==> src/design/spi_pkg.sv <==
package spi_pkg;

    // Clock cycles per SCLK half-period, minus one
    typedef logic [11:0] spi_div_t;

    // Delays counted in SCLK half-periods
    typedef logic [7:0] spi_dly_t;

    // Frame length in bits is size + 1
    typedef logic [3:0] spi_size_t;

    // SCLK edges within one frame, up to 32
    typedef logic [4:0] spi_edge_t;

    typedef enum logic [1:0] {
        // Deselect after every frame
        CS_PER_FRAME = 2'd0,
        // Keep select low while words are queued
        CS_HOLD      = 2'd1
    } spi_cs_mode_e;

    typedef struct packed {
        spi_div_t     div;
        logic         cpol;
        logic         cpha;
        spi_cs_mode_e cs_mode;
        // Select to first edge
        spi_dly_t     c2t;
        // Last edge to deselect
        spi_dly_t     t2c;
        // Minimum deselect time
        spi_dly_t     inter_cs;
        // Gap between frames in CS_HOLD
        spi_dly_t     inter_frame;
        spi_size_t    size;
    } spi_cfg_t;

    typedef enum logic [2:0] {
        ST_IDLE,
        ST_LOAD,
        ST_WAIT,
        ST_TRANS,
        ST_TURN,
        ST_INTERVAL
    } spi_state_e;

endpackage

==> src/design/spi_fifo.sv <==
`timescale 1ns/1ps

module spi_fifo #(
    parameter int WIDTH = 16,
    parameter int DEPTH = 4
) (
    input  logic             clk,
    input  logic             rst_n,
    input  logic             push_i,
    input  logic [WIDTH-1:0] data_i,
    input  logic             pop_i,
    output logic [WIDTH-1:0] data_o,
    output logic             full_o,
    output logic             empty_o
);

    localparam int AW = (DEPTH > 1) ? $clog2(DEPTH) : 1;
    localparam int CW = $clog2(DEPTH + 1);

    logic [WIDTH-1:0] mem [DEPTH];
    logic [AW-1:0]    wr_ptr;
    logic [AW-1:0]    rd_ptr;
    logic [CW-1:0]    count;
    logic             do_push;
    logic             do_pop;

    assign full_o  = (count == CW'(DEPTH));
    assign empty_o = (count == '0);
    assign do_push = push_i && !full_o;
    assign do_pop  = pop_i && !empty_o;

    // Head of queue, valid while not empty
    assign data_o = mem[rd_ptr];

    always_ff @(posedge clk) begin
        if (do_push) begin
            mem[wr_ptr] <= data_i;
        end
    end

    always_ff @(posedge clk or negedge rst_n) begin
        if (!rst_n) begin
            wr_ptr <= '0;
            rd_ptr <= '0;
            count  <= '0;
        end else begin
            // Explicit wrap so any depth works
            if (do_push) begin
                wr_ptr <= (wr_ptr == AW'(DEPTH - 1)) ? '0 : wr_ptr + 1'b1;
            end
            if (do_pop) begin
                rd_ptr <= (rd_ptr == AW'(DEPTH - 1)) ? '0 : rd_ptr + 1'b1;
            end
            if (do_push && !do_pop) begin
                count <= count + 1'b1;
            end else if (do_pop && !do_push) begin
                count <= count - 1'b1;
            end
        end
    end

endmodule

==> src/design/spi_controller.sv <==
`timescale 1ns/1ps

module spi_controller
    import spi_pkg::*;
(
    input  logic     clk,
    input  logic     rst_n,
    input  spi_cfg_t cfg_i,
    input  logic     tx_empty_i,
    output logic     tx_pop_o,
    output logic     rx_push_o,
    output logic     shift_o,
    output logic     sample_o,
    output logic     sclk_o,
    output logic     cs_n_o,
    output logic     busy_o
);

    spi_state_e state_q;
    spi_state_e state_d;
    logic       state_chg;

    // Half-period divider
    spi_div_t   div_cnt;
    logic       half_end;

    // Delay counter shared by the waiting states
    spi_dly_t   dly_cnt;
    spi_dly_t   dly_target;
    logic       dly_done;

    // SCLK edges within the current frame
    spi_edge_t  edge_cnt;
    logic       last_edge;
    logic       trans_edge;

    logic       sclk_tgl_q;
    logic       cs_ok_q;
    logic       entry_q;
    logic       rx_push_q;

    assign half_end  = (div_cnt == cfg_i.div);
    assign state_chg = (state_d != state_q);

    // Frame ends on edge 2*size+1
    assign last_edge  = (edge_cnt == {cfg_i.size, 1'b1});
    assign trans_edge = (state_q == ST_TRANS) && half_end;

    always_comb begin
        case (state_q)
            ST_WAIT:     dly_target = cfg_i.c2t;
            ST_TURN:     dly_target = cfg_i.inter_frame;
            ST_INTERVAL: dly_target = cfg_i.t2c;
            default:     dly_target = cfg_i.inter_cs;
        endcase
    end

    // True on the cycle that closes the last half-period of the delay
    assign dly_done = (dly_target == '0) ||
                      (half_end && (dly_cnt + 8'd1 == dly_target));

    always_comb begin
        state_d = state_q;
        case (state_q)
            ST_IDLE: begin
                if ((cs_ok_q || dly_done) && !tx_empty_i) begin
                    state_d = ST_LOAD;
                end
            end
            ST_LOAD: begin
                state_d = ST_WAIT;
            end
            ST_WAIT: begin
                if (dly_done) begin
                    state_d = ST_TRANS;
                end
            end
            ST_TRANS: begin
                if (half_end && last_edge) begin
                    if ((cfg_i.cs_mode == CS_HOLD) && !tx_empty_i) begin
                        state_d = ST_TURN;
                    end else begin
                        state_d = ST_INTERVAL;
                    end
                end
            end
            ST_TURN: begin
                if (dly_done) begin
                    state_d = ST_TRANS;
                end
            end
            ST_INTERVAL: begin
                if (dly_done) begin
                    state_d = ST_IDLE;
                end
            end
            default: begin
                state_d = ST_IDLE;
            end
        endcase
    end

    always_ff @(posedge clk or negedge rst_n) begin
        if (!rst_n) begin
            state_q <= ST_IDLE;
        end else begin
            state_q <= state_d;
        end
    end

    // Divider and delay counters restart on every state change
    always_ff @(posedge clk or negedge rst_n) begin
        if (!rst_n) begin
            div_cnt  <= '0;
            dly_cnt  <= '0;
            edge_cnt <= '0;
        end else begin
            if (state_chg || half_end) begin
                div_cnt <= '0;
            end else begin
                div_cnt <= div_cnt + 1'b1;
            end

            if (state_chg) begin
                dly_cnt <= '0;
            end else if (half_end) begin
                dly_cnt <= dly_cnt + 1'b1;
            end

            if (state_chg) begin
                edge_cnt <= '0;
            end else if (trans_edge) begin
                edge_cnt <= edge_cnt + 1'b1;
            end
        end
    end

    // SCLK kept as a toggle relative to cpol
    always_ff @(posedge clk or negedge rst_n) begin
        if (!rst_n) begin
            sclk_tgl_q <= 1'b0;
        end else if (trans_edge) begin
            sclk_tgl_q <= ~sclk_tgl_q;
        end else if (state_q != ST_TRANS) begin
            sclk_tgl_q <= 1'b0;
        end
    end

    // Minimum deselect time, satisfied out of reset
    always_ff @(posedge clk or negedge rst_n) begin
        if (!rst_n) begin
            cs_ok_q <= 1'b1;
        end else if ((state_q == ST_INTERVAL) && state_chg) begin
            cs_ok_q <= 1'b0;
        end else if ((state_q == ST_IDLE) && dly_done) begin
            cs_ok_q <= 1'b1;
        end
    end

    always_ff @(posedge clk or negedge rst_n) begin
        if (!rst_n) begin
            entry_q   <= 1'b0;
            rx_push_q <= 1'b0;
        end else begin
            entry_q   <= state_chg;
            // One cycle late so the last sampled bit is in the word
            rx_push_q <= trans_edge && last_edge;
        end
    end

    // Even edges lead; cpha picks which of them samples
    assign sample_o = trans_edge && (edge_cnt[0] == cfg_i.cpha);
    assign shift_o  = trans_edge && (edge_cnt[0] != cfg_i.cpha);

    assign tx_pop_o  = (state_q == ST_LOAD) || ((state_q == ST_TURN) && entry_q);
    assign rx_push_o = rx_push_q;
    assign sclk_o    = cfg_i.cpol ^ sclk_tgl_q;
    assign cs_n_o    = (state_q == ST_IDLE);
    assign busy_o    = !((state_q == ST_IDLE) || (state_q == ST_TURN));

endmodule

==> src/design/spi_shifter.sv <==
`timescale 1ns/1ps

module spi_shifter
    import spi_pkg::*;
#(
    parameter int DATA_W = 16
) (
    input  logic              clk,
    input  logic              rst_n,
    input  spi_size_t         size_i,
    input  logic              cpha_i,
    input  logic              load_i,
    input  logic [DATA_W-1:0] tx_word_i,
    input  logic              shift_i,
    input  logic              sample_i,
    input  logic              miso_i,
    output logic              mosi_o,
    output logic [DATA_W-1:0] rx_word_o
);

    logic [DATA_W-1:0] aligned;
    logic [DATA_W-1:0] tx_q;
    logic [DATA_W-1:0] rx_q;
    logic              mosi_q;

    // Bit size moves up to the MSB
    assign aligned = tx_word_i << (DATA_W - 1 - int'(size_i));

    always_ff @(posedge clk) begin
        if (load_i) begin
            // cpha=0 puts the first bit on MOSI at load
            tx_q <= cpha_i ? aligned : (aligned << 1);
        end else if (shift_i) begin
            tx_q <= tx_q << 1;
        end

        // Cleared at load so the result is right-aligned
        if (load_i) begin
            rx_q <= '0;
        end else if (sample_i) begin
            rx_q <= {rx_q[DATA_W-2:0], miso_i};
        end
    end

    always_ff @(posedge clk or negedge rst_n) begin
        if (!rst_n) begin
            mosi_q <= 1'b0;
        end else if (load_i && !cpha_i) begin
            mosi_q <= aligned[DATA_W-1];
        end else if (shift_i) begin
            mosi_q <= tx_q[DATA_W-1];
        end
    end

    assign mosi_o    = mosi_q;
    assign rx_word_o = rx_q;

endmodule

==> src/design/spi_host.sv <==
`timescale 1ns/1ps

module spi_host
    import spi_pkg::*;
#(
    parameter int DATA_W     = 16,
    parameter int FIFO_DEPTH = 4
) (
    input  logic              clk,
    input  logic              rst_n,
    input  spi_cfg_t          cfg_i,
    input  logic              tx_push_i,
    input  logic [DATA_W-1:0] tx_data_i,
    output logic              tx_full_o,
    input  logic              rx_pop_i,
    output logic [DATA_W-1:0] rx_data_o,
    output logic              rx_empty_o,
    output logic              busy_o,
    output logic              sclk_o,
    output logic              cs_n_o,
    output logic              mosi_o,
    input  logic              miso_i
);

    logic [DATA_W-1:0] tx_head;
    logic [DATA_W-1:0] rx_word;
    logic              tx_empty;
    logic              tx_pop;
    logic              rx_push;
    logic              shift;
    logic              sample;

    spi_fifo #(
        .WIDTH (DATA_W),
        .DEPTH (FIFO_DEPTH)
    ) u_tx_fifo (
        .clk     (clk),
        .rst_n   (rst_n),
        .push_i  (tx_push_i),
        .data_i  (tx_data_i),
        .pop_i   (tx_pop),
        .data_o  (tx_head),
        .full_o  (tx_full_o),
        .empty_o (tx_empty)
    );

    spi_controller u_controller (
        .clk        (clk),
        .rst_n      (rst_n),
        .cfg_i      (cfg_i),
        .tx_empty_i (tx_empty),
        .tx_pop_o   (tx_pop),
        .rx_push_o  (rx_push),
        .shift_o    (shift),
        .sample_o   (sample),
        .sclk_o     (sclk_o),
        .cs_n_o     (cs_n_o),
        .busy_o     (busy_o)
    );

    // Loads the FIFO head on the same pop strobe
    spi_shifter #(
        .DATA_W (DATA_W)
    ) u_shifter (
        .clk       (clk),
        .rst_n     (rst_n),
        .size_i    (cfg_i.size),
        .cpha_i    (cfg_i.cpha),
        .load_i    (tx_pop),
        .tx_word_i (tx_head),
        .shift_i   (shift),
        .sample_i  (sample),
        .miso_i    (miso_i),
        .mosi_o    (mosi_o),
        .rx_word_o (rx_word)
    );

    // No back-pressure, words are dropped when full
    spi_fifo #(
        .WIDTH (DATA_W),
        .DEPTH (FIFO_DEPTH)
    ) u_rx_fifo (
        .clk     (clk),
        .rst_n   (rst_n),
        .push_i  (rx_push),
        .data_i  (rx_word),
        .pop_i   (rx_pop_i),
        .data_o  (rx_data_o),
        .full_o  (),
        .empty_o (rx_empty_o)
    );

endmodule

==> config.mk <==
export PLATFORM = sky130hd
export DESIGN_NAME = spi_host
export DESIGN_NICKNAME = d
export VERILOG_FILES = /design/src/design/spi_pkg.sv /design/src/design/spi_fifo.sv /design/src/design/spi_controller.sv /design/src/design/spi_shifter.sv /design/src/design/spi_host.sv
export SDC_FILE = /design/constraint.sdc
export NUM_CORES = 1
export LEC_CHECK = 0
export BUFFER_PORTS_ARGS = -buffer_cell sky130_fd_sc_hd__buf_4
export CORE_AREA = 2 2 127 129
export CTS_CLUSTER_SIZE = 14
export DETAILED_ROUTE_END_ITERATION = 7
export DIE_AREA = 0 0 129 131
export PLACE_DENSITY = 0.84
export REMOVE_ABC_BUFFERS = 1
export SYNTH_ARGS = -nofsm -noshare
export SYNTH_HDL_FRONTEND = slang
export SYNTH_SLANG_ARGS = --single-unit
==> constraint.sdc <==
create_clock -name clk -period 7.4 [get_ports clk]
set_clock_uncertainty 0.15 [all_clocks]
set_input_delay 0.74 -clock clk [delete_from_list [all_inputs] [get_ports clk]]
set_output_delay 0.74 -clock clk [all_outputs]
set_load 0.005 [all_outputs]
**Word level (Yosys, flattened, before mapping)**

Memory sizes are Yosys's and may differ from the RTL's.
Index checks and enable logic that the tools add are counted.

- $add $sub $neg: 12
- Equality and inequality tests: 19
- Shift-type cells: 1
- Mux-type cells: 33
- Bitwise operators: 2
- Reduce and logical (&&, ||, !) cells: 48

Operators by type and width:

| operator | number |
|---|---|
| $mux W16 | 3 |
| $shl A16 B32 Y16 | 1 |
| $mux W3 | 8 |
| $pmux W8 S3 | 1 |
| $logic_and A1 B1 Y1 | 20 |
| $mux W8 | 2 |
| $reduce_bool A2 Y1 | 8 |
| $pmux W3 S5 | 1 |
| $add A12 B1 Y12 const B | 1 |
| $eq A12 B12 Y1 | 1 |
| $eq A3 B3 Y1 const B | 4 |
| $mux W12 | 1 |
| $mux W1 | 11 |
| $logic_not A1 Y1 | 10 |
| $mux W5 | 2 |
| $logic_not A3 Y1 | 3 |
| $add A2 B1 Y2 const B | 4 |
| $add A8 B1 Y8 const B | 1 |
| $eq A2 B2 Y1 const B | 4 |
| $eq A8 B8 Y1 | 1 |
| $logic_not A8 Y1 | 1 |
| $mux W2 | 4 |
| $add A3 B1 Y3 const B | 2 |
| $eq A3 B2 Y1 const B | 2 |
| other kinds (14) | 19 |

- Register bits: 79
- Memory bits (writable): 128
- Input port bits: 73
- Output and inout port bits: 22
- Memories: 2

Memory list:

| memory | depth | bits a word | read ports | clocked after memory_dff | write ports | RTL line | source |
|---|---|---|---|---|---|---|---|
| u_rx_fifo.mem | 4 | 16 | 1 | 0 | 1 | spi_fifo.sv:20 | `logic [WIDTH-1:0] mem [DEPTH];` |
| u_tx_fifo.mem | 4 | 16 | 1 | 0 | 1 | spi_fifo.sv:20 |  |

**Longest topological paths before layout**

Gate-level depths: netlist of the first run.

- Word-level depth: 12
- Gate-level depth with buffers: 12
- Mapped depth without buffers: 9

**By module**

Synthesis of the first run repeated with hierarchy kept, for this count alone.

- Cells, all modules: 719
- Area, all modules: 9853.2 µm²

By module, submodules not included:

| module | times used | cells an instance | area each (µm²) | sequential area each (µm²) |
|---|---|---|---|---|
| spi_fifo (u_tx_fifo) | 1 | 121 | 2771.4 | 2097.0 |
| spi_fifo (u_rx_fifo) | 1 | 121 | 2757.6 | 2097.0 |
| spi_controller | 1 | 254 | 2255.9 | 802.0 |
| spi_shifter | 1 | 223 | 2068.2 | 825.8 |

**Worst setup path after synthesis of the first run**

OpenSTA, ideal clock, no wires.

- Kind: input to register
- Start: in cfg_i[0] (netlist bit)
- End: reg u_shifter.tx_q[9] (data pin)
- Data arrival time: 2.948 ns
- Data required time: 6.977 ns
- Path slack: 4.029 ns
- Stages: 9
- Cell sequence: clkbuf_2 inv_1 clkbuf_1 mux2_2 mux4_2 and2_1 or4_1 o21ai_0 a31oi_1

- Word-level cells in the longest chain between the ends: 4

Ends and longest elaborated chain:

| element | RTL line | source |
|---|---|---|
| start, declared | spi_host.sv:11 | `input spi_cfg_t cfg_i,` |
| $sub A4 B4 Y5 | spi_shifter.sv:27 | `assign aligned = tx_word_i << (DATA_W - 1 - int'(size_i));` |
| $shl A16 B32 Y16 | spi_shifter.sv:27 |  |
| $mux W16 | spi_shifter.sv:32 | `tx_q <= cpha_i ? aligned : (aligned << 1);` |
| $mux W16 | spi_shifter.sv:30 | `if (load_i) begin` |
| end signal, assigned | spi_shifter.sv:32 |  |
| end signal, assigned | spi_shifter.sv:34 | `tx_q <= tx_q << 1;` |
| end, declared | spi_shifter.sv:22 | `logic [DATA_W-1:0] tx_q;` |

No other way between the ends.
A chain may end at the register's enable or synchronous reset.

**Final worst setup path of the first run**

- Start: reg u_tx_fifo.rd_ptr[0]
- End: reg u_shifter.tx_q[9] (data pin)

- Word-level cells in the longest chain between the ends: 4

Ends and longest elaborated chain:

| element | RTL line | source |
|---|---|---|
| start, declared | spi_fifo.sv:22 | `logic [AW-1:0] rd_ptr;` |
| start signal, assigned | spi_fifo.sv:52 | `rd_ptr <= (rd_ptr == AW'(DEPTH - 1)) ? '0 : rd_ptr + 1'b1;` |
| $mem_v2 Z4 W16 | - |  |
| $shl A16 B32 Y16 | spi_shifter.sv:27 |  |
| $mux W16 | spi_shifter.sv:32 |  |
| $mux W16 | spi_shifter.sv:30 |  |

No other way between the ends.

==> results of run 1 <==
## power groups by stage
| stage | combinational (mW) | sequential, mW | clock [mW] |
|---|---|---|---|
| finish | 0.539 | 1.51 | 1.05 |
| global route | 0.596 | 1.53 | 1.11 |
| CTS | 0.542 | 1.51 | 1.06 |
| detailed placement | 0.537 | 1.54 | 0 |
| global placement | 0.508 | 1.52 | 0 |
| floorplan | 0.389 | 1.49 | 0 |
## per-layer routing
layer / routed length (um) / up-vias / global-route usage (%)
li1: - / 2881 / -
met5: 0 / - / 0
met2: 10700 / 274 / 44.3
met1: 8410 / 3146 / 33.5
met3: 1420 / 40 / 3.18
met4: 534 / 0 / 8.44
## per-stage QoR
step                      hold slack, ns  setup WS, ns  cells  util, %
after floorplan                    0.294          3.93    678        -
after global routing               0.173          3.55   1025     72.6
after CTS                          0.134          3.70   1025     72.6
final                              0.125          3.76   1025     72.6
after global placement             0.312          3.78    989     68.3
after detailed placement           0.323          3.73    989     68.3
## flip-flops by register name, indices dropped and copies added (netlist names), 3 cells and up
name,count
u_controller.state_q,3
u_rx_fifo.count,3
u_tx_fifo.mem,64
u_controller.div_cnt,12
u_shifter.tx_q,16
u_shifter.rx_word_o,16
u_controller.dly_cnt,8
u_rx_fifo.mem,64
u_controller.edge_cnt,5
u_tx_fifo.count,3
## worst max-delay path, delay by kind of cell, from the launching register on
family	cells	cell delay [ns]
flip-flops	1	1.03
AND/OR/NAND/NOR	2	0.63
multiplexers	3	1.41
AO/OA/AOI/OAI	2	0.15
## logic make-up after synthesis
group	Yosys count	synth area share, %
buffers and inverters	50	2.10
flip-flops	207	59.3
adder cells (fa/ha/maj)	17	2.32
AND/OR/NAND/NOR	207	10.6
multiplexers	96	14.9
XOR/XNOR	49	4.37
AO/OA/AOI/OAI	88	6.41
## placed cells by master (no fill, tap or decap), drive strengths merged, types with 10 or more instances in the layout
cell and instances:
nand3 16, mux4 38, and3 10, and2 12
clkbuf 25, xor2 18, nor2 45, ha 15
dfxtp 16, buf 95, dfrtp 46, nor3 42
xnor2 31, inv 13, mux2i 40, mux2 18
nand2 43, o21ai 25, edfxtp 144
## how the worst max path moves through the flow
stage                            start            endpoint  slack [ns]  cells past startpoint
2_1_floorplan  u_controller.state_q[0]  u_tx_fifo.count[1]        3.93                      7
3_3_place_gp       u_tx_fifo.rd_ptr[0]   u_shifter.tx_q[9]        3.78                      7
3_5_place_dp       u_tx_fifo.rd_ptr[0]   u_shifter.tx_q[9]        3.73                      7
4_1_cts            u_tx_fifo.rd_ptr[0]   u_shifter.tx_q[9]        3.70                      7
5_1_grt            u_tx_fifo.rd_ptr[0]   u_shifter.tx_q[9]        3.55                      7
6_report           u_tx_fifo.rd_ptr[0]   u_shifter.tx_q[9]        3.76                      7
## area by class of cell
type / instances / area, sq um
multi-input cells: 457 / 3790
clock buffers: 25 / 541
flip-flops and latches: 207 / 5820
clock inverters: 11 / 138
fillers: 967 / 4270
repair buffers: 95 / 713
inverters: 14 / 52.6
well taps: 216 / 270
==> summary.md, run 1 <==
| Metric | Value |
|---|---|
| Outcome | `finished, final reports clean` |
| RSZ-0062 raised after global routing | `false` |
| Worst r2r src | `u_tx_fifo.rd_ptr[0]` |
| Clock Latency Late Sink | `~0.49 ns` |
| DP Area | `between 0.01 and 0.015 sq mm` |
| Area contributors post-synth | `edfxtp_1 44%, dfrtp_1 12%, mux4_2 8.7%, mux2i_1 4.1%, dfxtp_1 3.3%` |
| CP Cell Sequence | `mux4_2, mux2_2, mux4_2, and2_1, or4_1, o21ai_0, a31oi_1` |
| Final period util | `approximately half` |
| Site row count | `46` |
| Slew HR | `22.2%` |
| Chip Height | `131 um` |
| Pwr/cell area | `274 mW/mm^2` |
| Crit Path Max Fanout | `19` |
| Total CTS buffers | `21` |
| Max incr delay on CP | `1.03 ns` |
| Port bufs | `94` |
| Max_cap viols | `0` |
| Worst EP required | `7.47 ns` |
| Switching Share | `a little over a quarter` |
| CTS tree | `built` |
| Worst EP arrival | `3.71 ns` |
| P_leak | `4.24 nW` |
| Ports | `95` |
| Mapped Area | `0.00981 sq mm` |
| Final Hold Vio Count | `0` |
| DRT iter0 DRCs | `596` |
| Die footprint | `0.0169 sq mm` |
| CTS root buf | `clkbuf_16` |
| Routed Antenna Nets | `0` |
| GRT Util Overall | `25.4%` |
| Largest net degree at the start of global routing | `48` |
| F_max | `275 MHz` |
| Setup TNS | `0 ns` |
| Worst Setup End Kind | `flop` |
| Post-CTS setup buffer count | `0` |
| Commonest cells post-synth | `144 x edfxtp_1, 46 x dfrtp_1, 45 x nor2_1, 43 x nand2_1, 42 x nor3_1` |
| R2R cell count | `7` |
| # diodes | `0` |
| CTS sink count | `207` |
| Core ar. | `0.0156 sq mm` |
| Number of synthesized flops with an enable pin | `144` |
| Mapped Avg Cell Area | `between 10 and 15 sq um` |
| Worst setup path class | `flop to flop` |
| Reg2reg setup slack | `~3.8 ns` |
| Peak VDD IR | `~0.22 mV` |
| Routability cong. | `approximately 0.87` |
| Design Power | `3.10 mW` |
| Clk network pwr share | `33.8%` |
| Drt total wl | `21100 um` |
| Post_cts resized | `0` |
| Post-cts hold buffer count | `0` |
| Tightest Pin Transition | `1.17 ns` |
| #FFs+latches synth | `~210` |
| CP most frequent cell | `mux4_2` |
| Vias in the first global route | `6424` |
| Design area | `0.0113 sq mm` |
| Area share of the largest cell type after synthesis | `44.1%` |
| Most common cell in the synthesized netlist | `edfxtp_1` |
| Crit path time final | `3.64 ns` |
| Layout Nets | `886` |
| Global-route wire length before repair | `33100 um` |
| Seq/Total Area, Yosys | `slightly below 60%` |
| Initial antenna violation count | `0` |
| Int Power | `~2.3 mW` |
| Clock Path Buffers | `3` |
| R2R Path End | `u_shifter.tx_q[9]` |
| Final setup violation count | `0` |
| H-Tree Level Count | `1` |
| Via count | `6341` |
| Synth-to-layout area growth | `15.4%` |
| Grt total ovfl | `0` |
| Warning count from the yosys run | `0` |
| DPL Wire Length | `about 14000 um` |
| Layout cells sized above 1 | `between 20% and 30%` |
| Synthesized instance count | `714` |
| Top FF cell, synth | `edfxtp_1` |
| Drt drc | `0` |
| Clk slew on worst S/H paths | `0.06 ns` |
| Yosys cell types | `66` |
| Initial Utilization | `62.9%` |
| Sw Pwr | `just over 0.8 mW` |
| Max stage delay cell, worst path | `dfrtp_1` |
| Worst Setup Start Kind | `flop` |
| Reg power frac | `between 40% and 50%` |
| Async set-reset flop share out of synthesis | `22.7%` |
| Avg WL per Cell | `20.6 um` |
| Logic gate share of total power | `17.4%` |
| Leading area contributor after synthesis | `edfxtp_1` |
| Via/cell ratio | `6.19` |
| Worst hold path type | `input port to asynchronous set/reset pin` |
| Slew Viols, Final | `0` |
| Chip width | `129 um` |
| Pre-antenna DRT Iters | `5` |
(Power assumes the default switching activity.)
==> inputs of run 2 (changes only) <==
Settings changed: CORE_AREA 2 2 127 129 to 2 2 132 134, DIE_AREA 0 0 129 131 to 0 0 134 136, PLACE_DENSITY 0.84 to 0.79.
Clock period 7.4 ns to 3.8 ns, I/O delays scaled along.
==> run 2 against run 1 <==
Net effect:
- global-route usage is 3.7 points lower
- register-to-register slack worse by 3.4 ns
- die area up 7.8%
- setup slack worse by 3.4 ns
- utilization down 4.1 points
- clock power rose by 96%
- via count is 2.0% lower
==> summary.md, run 2 (same netlist as run 1, synthesis figures left out) <==
| Metric | Value |
|---|---|
| H-Tree Level Count | `1 (unchanged)` |
| Crit Path Max Fanout | `17 (was 19)` |
| Max stage delay cell, worst path | `a31oi_2 (was dfrtp_1)` |
| Hold Worst Slack | `0.172 ns (was 0.125 ns)` |
| Chip width | `134 um (was 129 um)` |
| Global-route wire length before repair | `31500 um (was 33100 um)` |
| Tightest Pin Transition | `0.988 ns (was 1.17 ns)` |
| Peak VDD IR | `0.517 mV (was 0.222 mV)` |
| Most common cell after layout, fill and taps aside | `edfxtp_1 (unchanged)` |
| Final setup violation count | `0 (unchanged)` |
| # diodes | `0 (unchanged)` |
| Largest regs | `u_rx_fifo.mem (64), u_tx_fifo.mem (64) (unchanged)` |
| Layout cells sized above 1 | `23.6% (was 24.0%)` |
| DPL Wire Length | `13300 um (was 14000 um)` |
| Port bufs | `94 (unchanged)` |
| GRT Util Overall | `21.6% (was 25.4%)` |
| Routed Antenna Nets | `0 (unchanged)` |
| Setup TNS | `0 ns (unchanged)` |
| Core ar. | `0.0169 sq mm (was 0.0156 sq mm)` |
| CTS sink count | `207 (unchanged)` |
| CTS tree | `built (unchanged)` |
| Largest net degree at the start of global routing | `48 (unchanged)` |
| Pre-antenna DRT Iters | `7 (was 5)` |
| Outcome | `finished, final reports clean (unchanged)` |
| Routability cong. | `0.922 (was 0.872)` |
| Slew HR | `34.1% (was 22.2%)` |
| Slew Viols, Final | `0 (unchanged)` |
| Vias in the first global route | `6382 (was 6424)` |
| Post-route setup slack | `0.353 ns (was 3.76 ns)` |
| Via/cell ratio | `5.87 (was 6.19)` |
| Die footprint | `0.0182 sq mm (was 0.0169 sq mm)` |
| Drt drc | `0 (unchanged)` |
| Worst EP required | `3.99 ns (was 7.47 ns)` |
| DRT iter0 DRCs | `459 (was 596)` |
| Commonest non-fill, non-tap cells in the layout | `144 x edfxtp_1, 100 x buf_4, 46 x dfrtp_1 (was 144 x edfxtp_1, 95 x buf_4, 46 x dfrtp_1)` |
| Clock Path Buffers | `3 (unchanged)` |
| Max incr delay on CP | `0.66 ns (was 1.03 ns)` |
| Worst hold path type | `input port to flop (was input port to asynchronous set/reset pin)` |
| Layout Nets | `909 (was 886)` |
| Via count | `6215 (was 6341)` |
| Max_cap viols | `0 (unchanged)` |
| Clock Latency Late Sink | `0.49 ns (about the same)` |
| Layout Cells excl Fill | `1059 (was 1025)` |
| Site row count | `48 (was 46)` |
| Worst Setup Start Kind | `flop (unchanged)` |
| RSZ-0062 raised after global routing | `false (unchanged)` |
| DP Area | `0.0107 sq mm (was 0.0106 sq mm)` |
| Pwr/cell area | `527 mW/mm^2 (was 274 mW/mm^2)` |
| Chip Height | `136 um (was 131 um)` |
| Initial antenna violation count | `0 (unchanged)` |
| Drt total wl | `19500 um (was 21100 um)` |
| CTS root buf | `clkbuf_16 (unchanged)` |
| Grt total ovfl | `0 (unchanged)` |
| Design area | `0.0116 sq mm (was 0.0113 sq mm)` |
| CP Cell Sequence | `nand2b_1, o2bb2ai_1, or3_1, a2111oi_2, nand4_2, a31oi_2, nor3_1 (was mux4_2, mux2_2, mux4_2, and2_1, or4_1, o21ai_0, a31oi_1)` |
| F_max | `290 MHz (was 275 MHz)` |
| Worst EP arrival | `3.64 ns (was 3.71 ns)` |
| Pre-CTS WS | `0.439 ns (was 3.73 ns)` |
| Worst setup path class | `flop to flop (unchanged)` |
| Avg WL per Cell | `18.4 um (was 20.6 um)` |
| Final period util | `90.7% (was 49.1%)` |
| Cells after DPL | `1003 (was 989)` |
| Total CTS buffers | `21 (unchanged)` |
| Final Hold Vio Count | `0 (unchanged)` |
| Ports | `95 (unchanged)` |
| Initial Utilization | `58.2% (was 62.9%)` |
| Worst Setup End Kind | `flop (unchanged)` |
| Clk slew on worst S/H paths | `0.06 ns (about the same)` |
| P_leak | `4.38 nW (was 4.24 nW)` |
| Crit path time final | `3.45 ns (was 3.64 ns)` |
| Synth-to-layout area growth | `17.9% (was 15.4%)` |
==> run 2: worst max-delay path, delay by kind of cell, from the launching register on <==
kind | cells | cell delay (ns)
simple gates | 4 | 1.27
compound gates | 3 | 1.25
flops | 1 | 0.63
==> run 2: cell type report <==
cell class	instances	area, sq um
clock buffer	30	569
clock inverter	8	121
fill	1141	5310
inverter	14	52.6
multi-input combinational	457	3790
sequential	207	5820
tap	225	282
timing repair buffer	118	931
==> run 2: final timing paths <==
check | start | to | slack, ns | cells past startpoint
max | u_controller.state_q[1] | u_controller.div_cnt[4] | 0.35 | 7
max reg2reg | u_controller.state_q[1] | u_controller.div_cnt[4] | 0.35 | 7
max in group asynchronous | rst_n | u_controller.dly_cnt[7] | 2.78 | 2
min reg2reg | u_rx_fifo.count[2] | u_rx_fifo.count[2] | 0.35 | 1
min | rx_pop_i | u_rx_fifo.rd_ptr[0] | 0.17 | 3
min in group asynchronous | rst_n | u_controller.div_cnt[5] | 0.29 | 2
==> run 2: metal layers <==
metal	share of wire [%]	track usage, %	wire, um
met3	4.4	3.32	857
met1	40	26.5	7790
met4	1.7	5.91	331
met5	0	0	0
met2	54	39.9	10500
==> run 2: report_power, final <==
part	switching [mW]	internal, mW
clock network	0.807	1.25
logic	0.553	0.584
registers	0.245	2.65
==> run 2: repair_timing <==
item / CTS / global route
gates resized for setup: 0 / 0
hold buffers: 18 / 0
buffers inserted: 0 / 0
endpoints found under the hold margin: 111 / 0
==> run 2: per-stage QoR <==
stage	power, mW	util (%)
finish	6.09	68.5
global route	6.36	68.5
CTS	6.12	68.5
detailed placement	4.06	63.4
global placement	3.98	63.4
floorplan	3.66	-
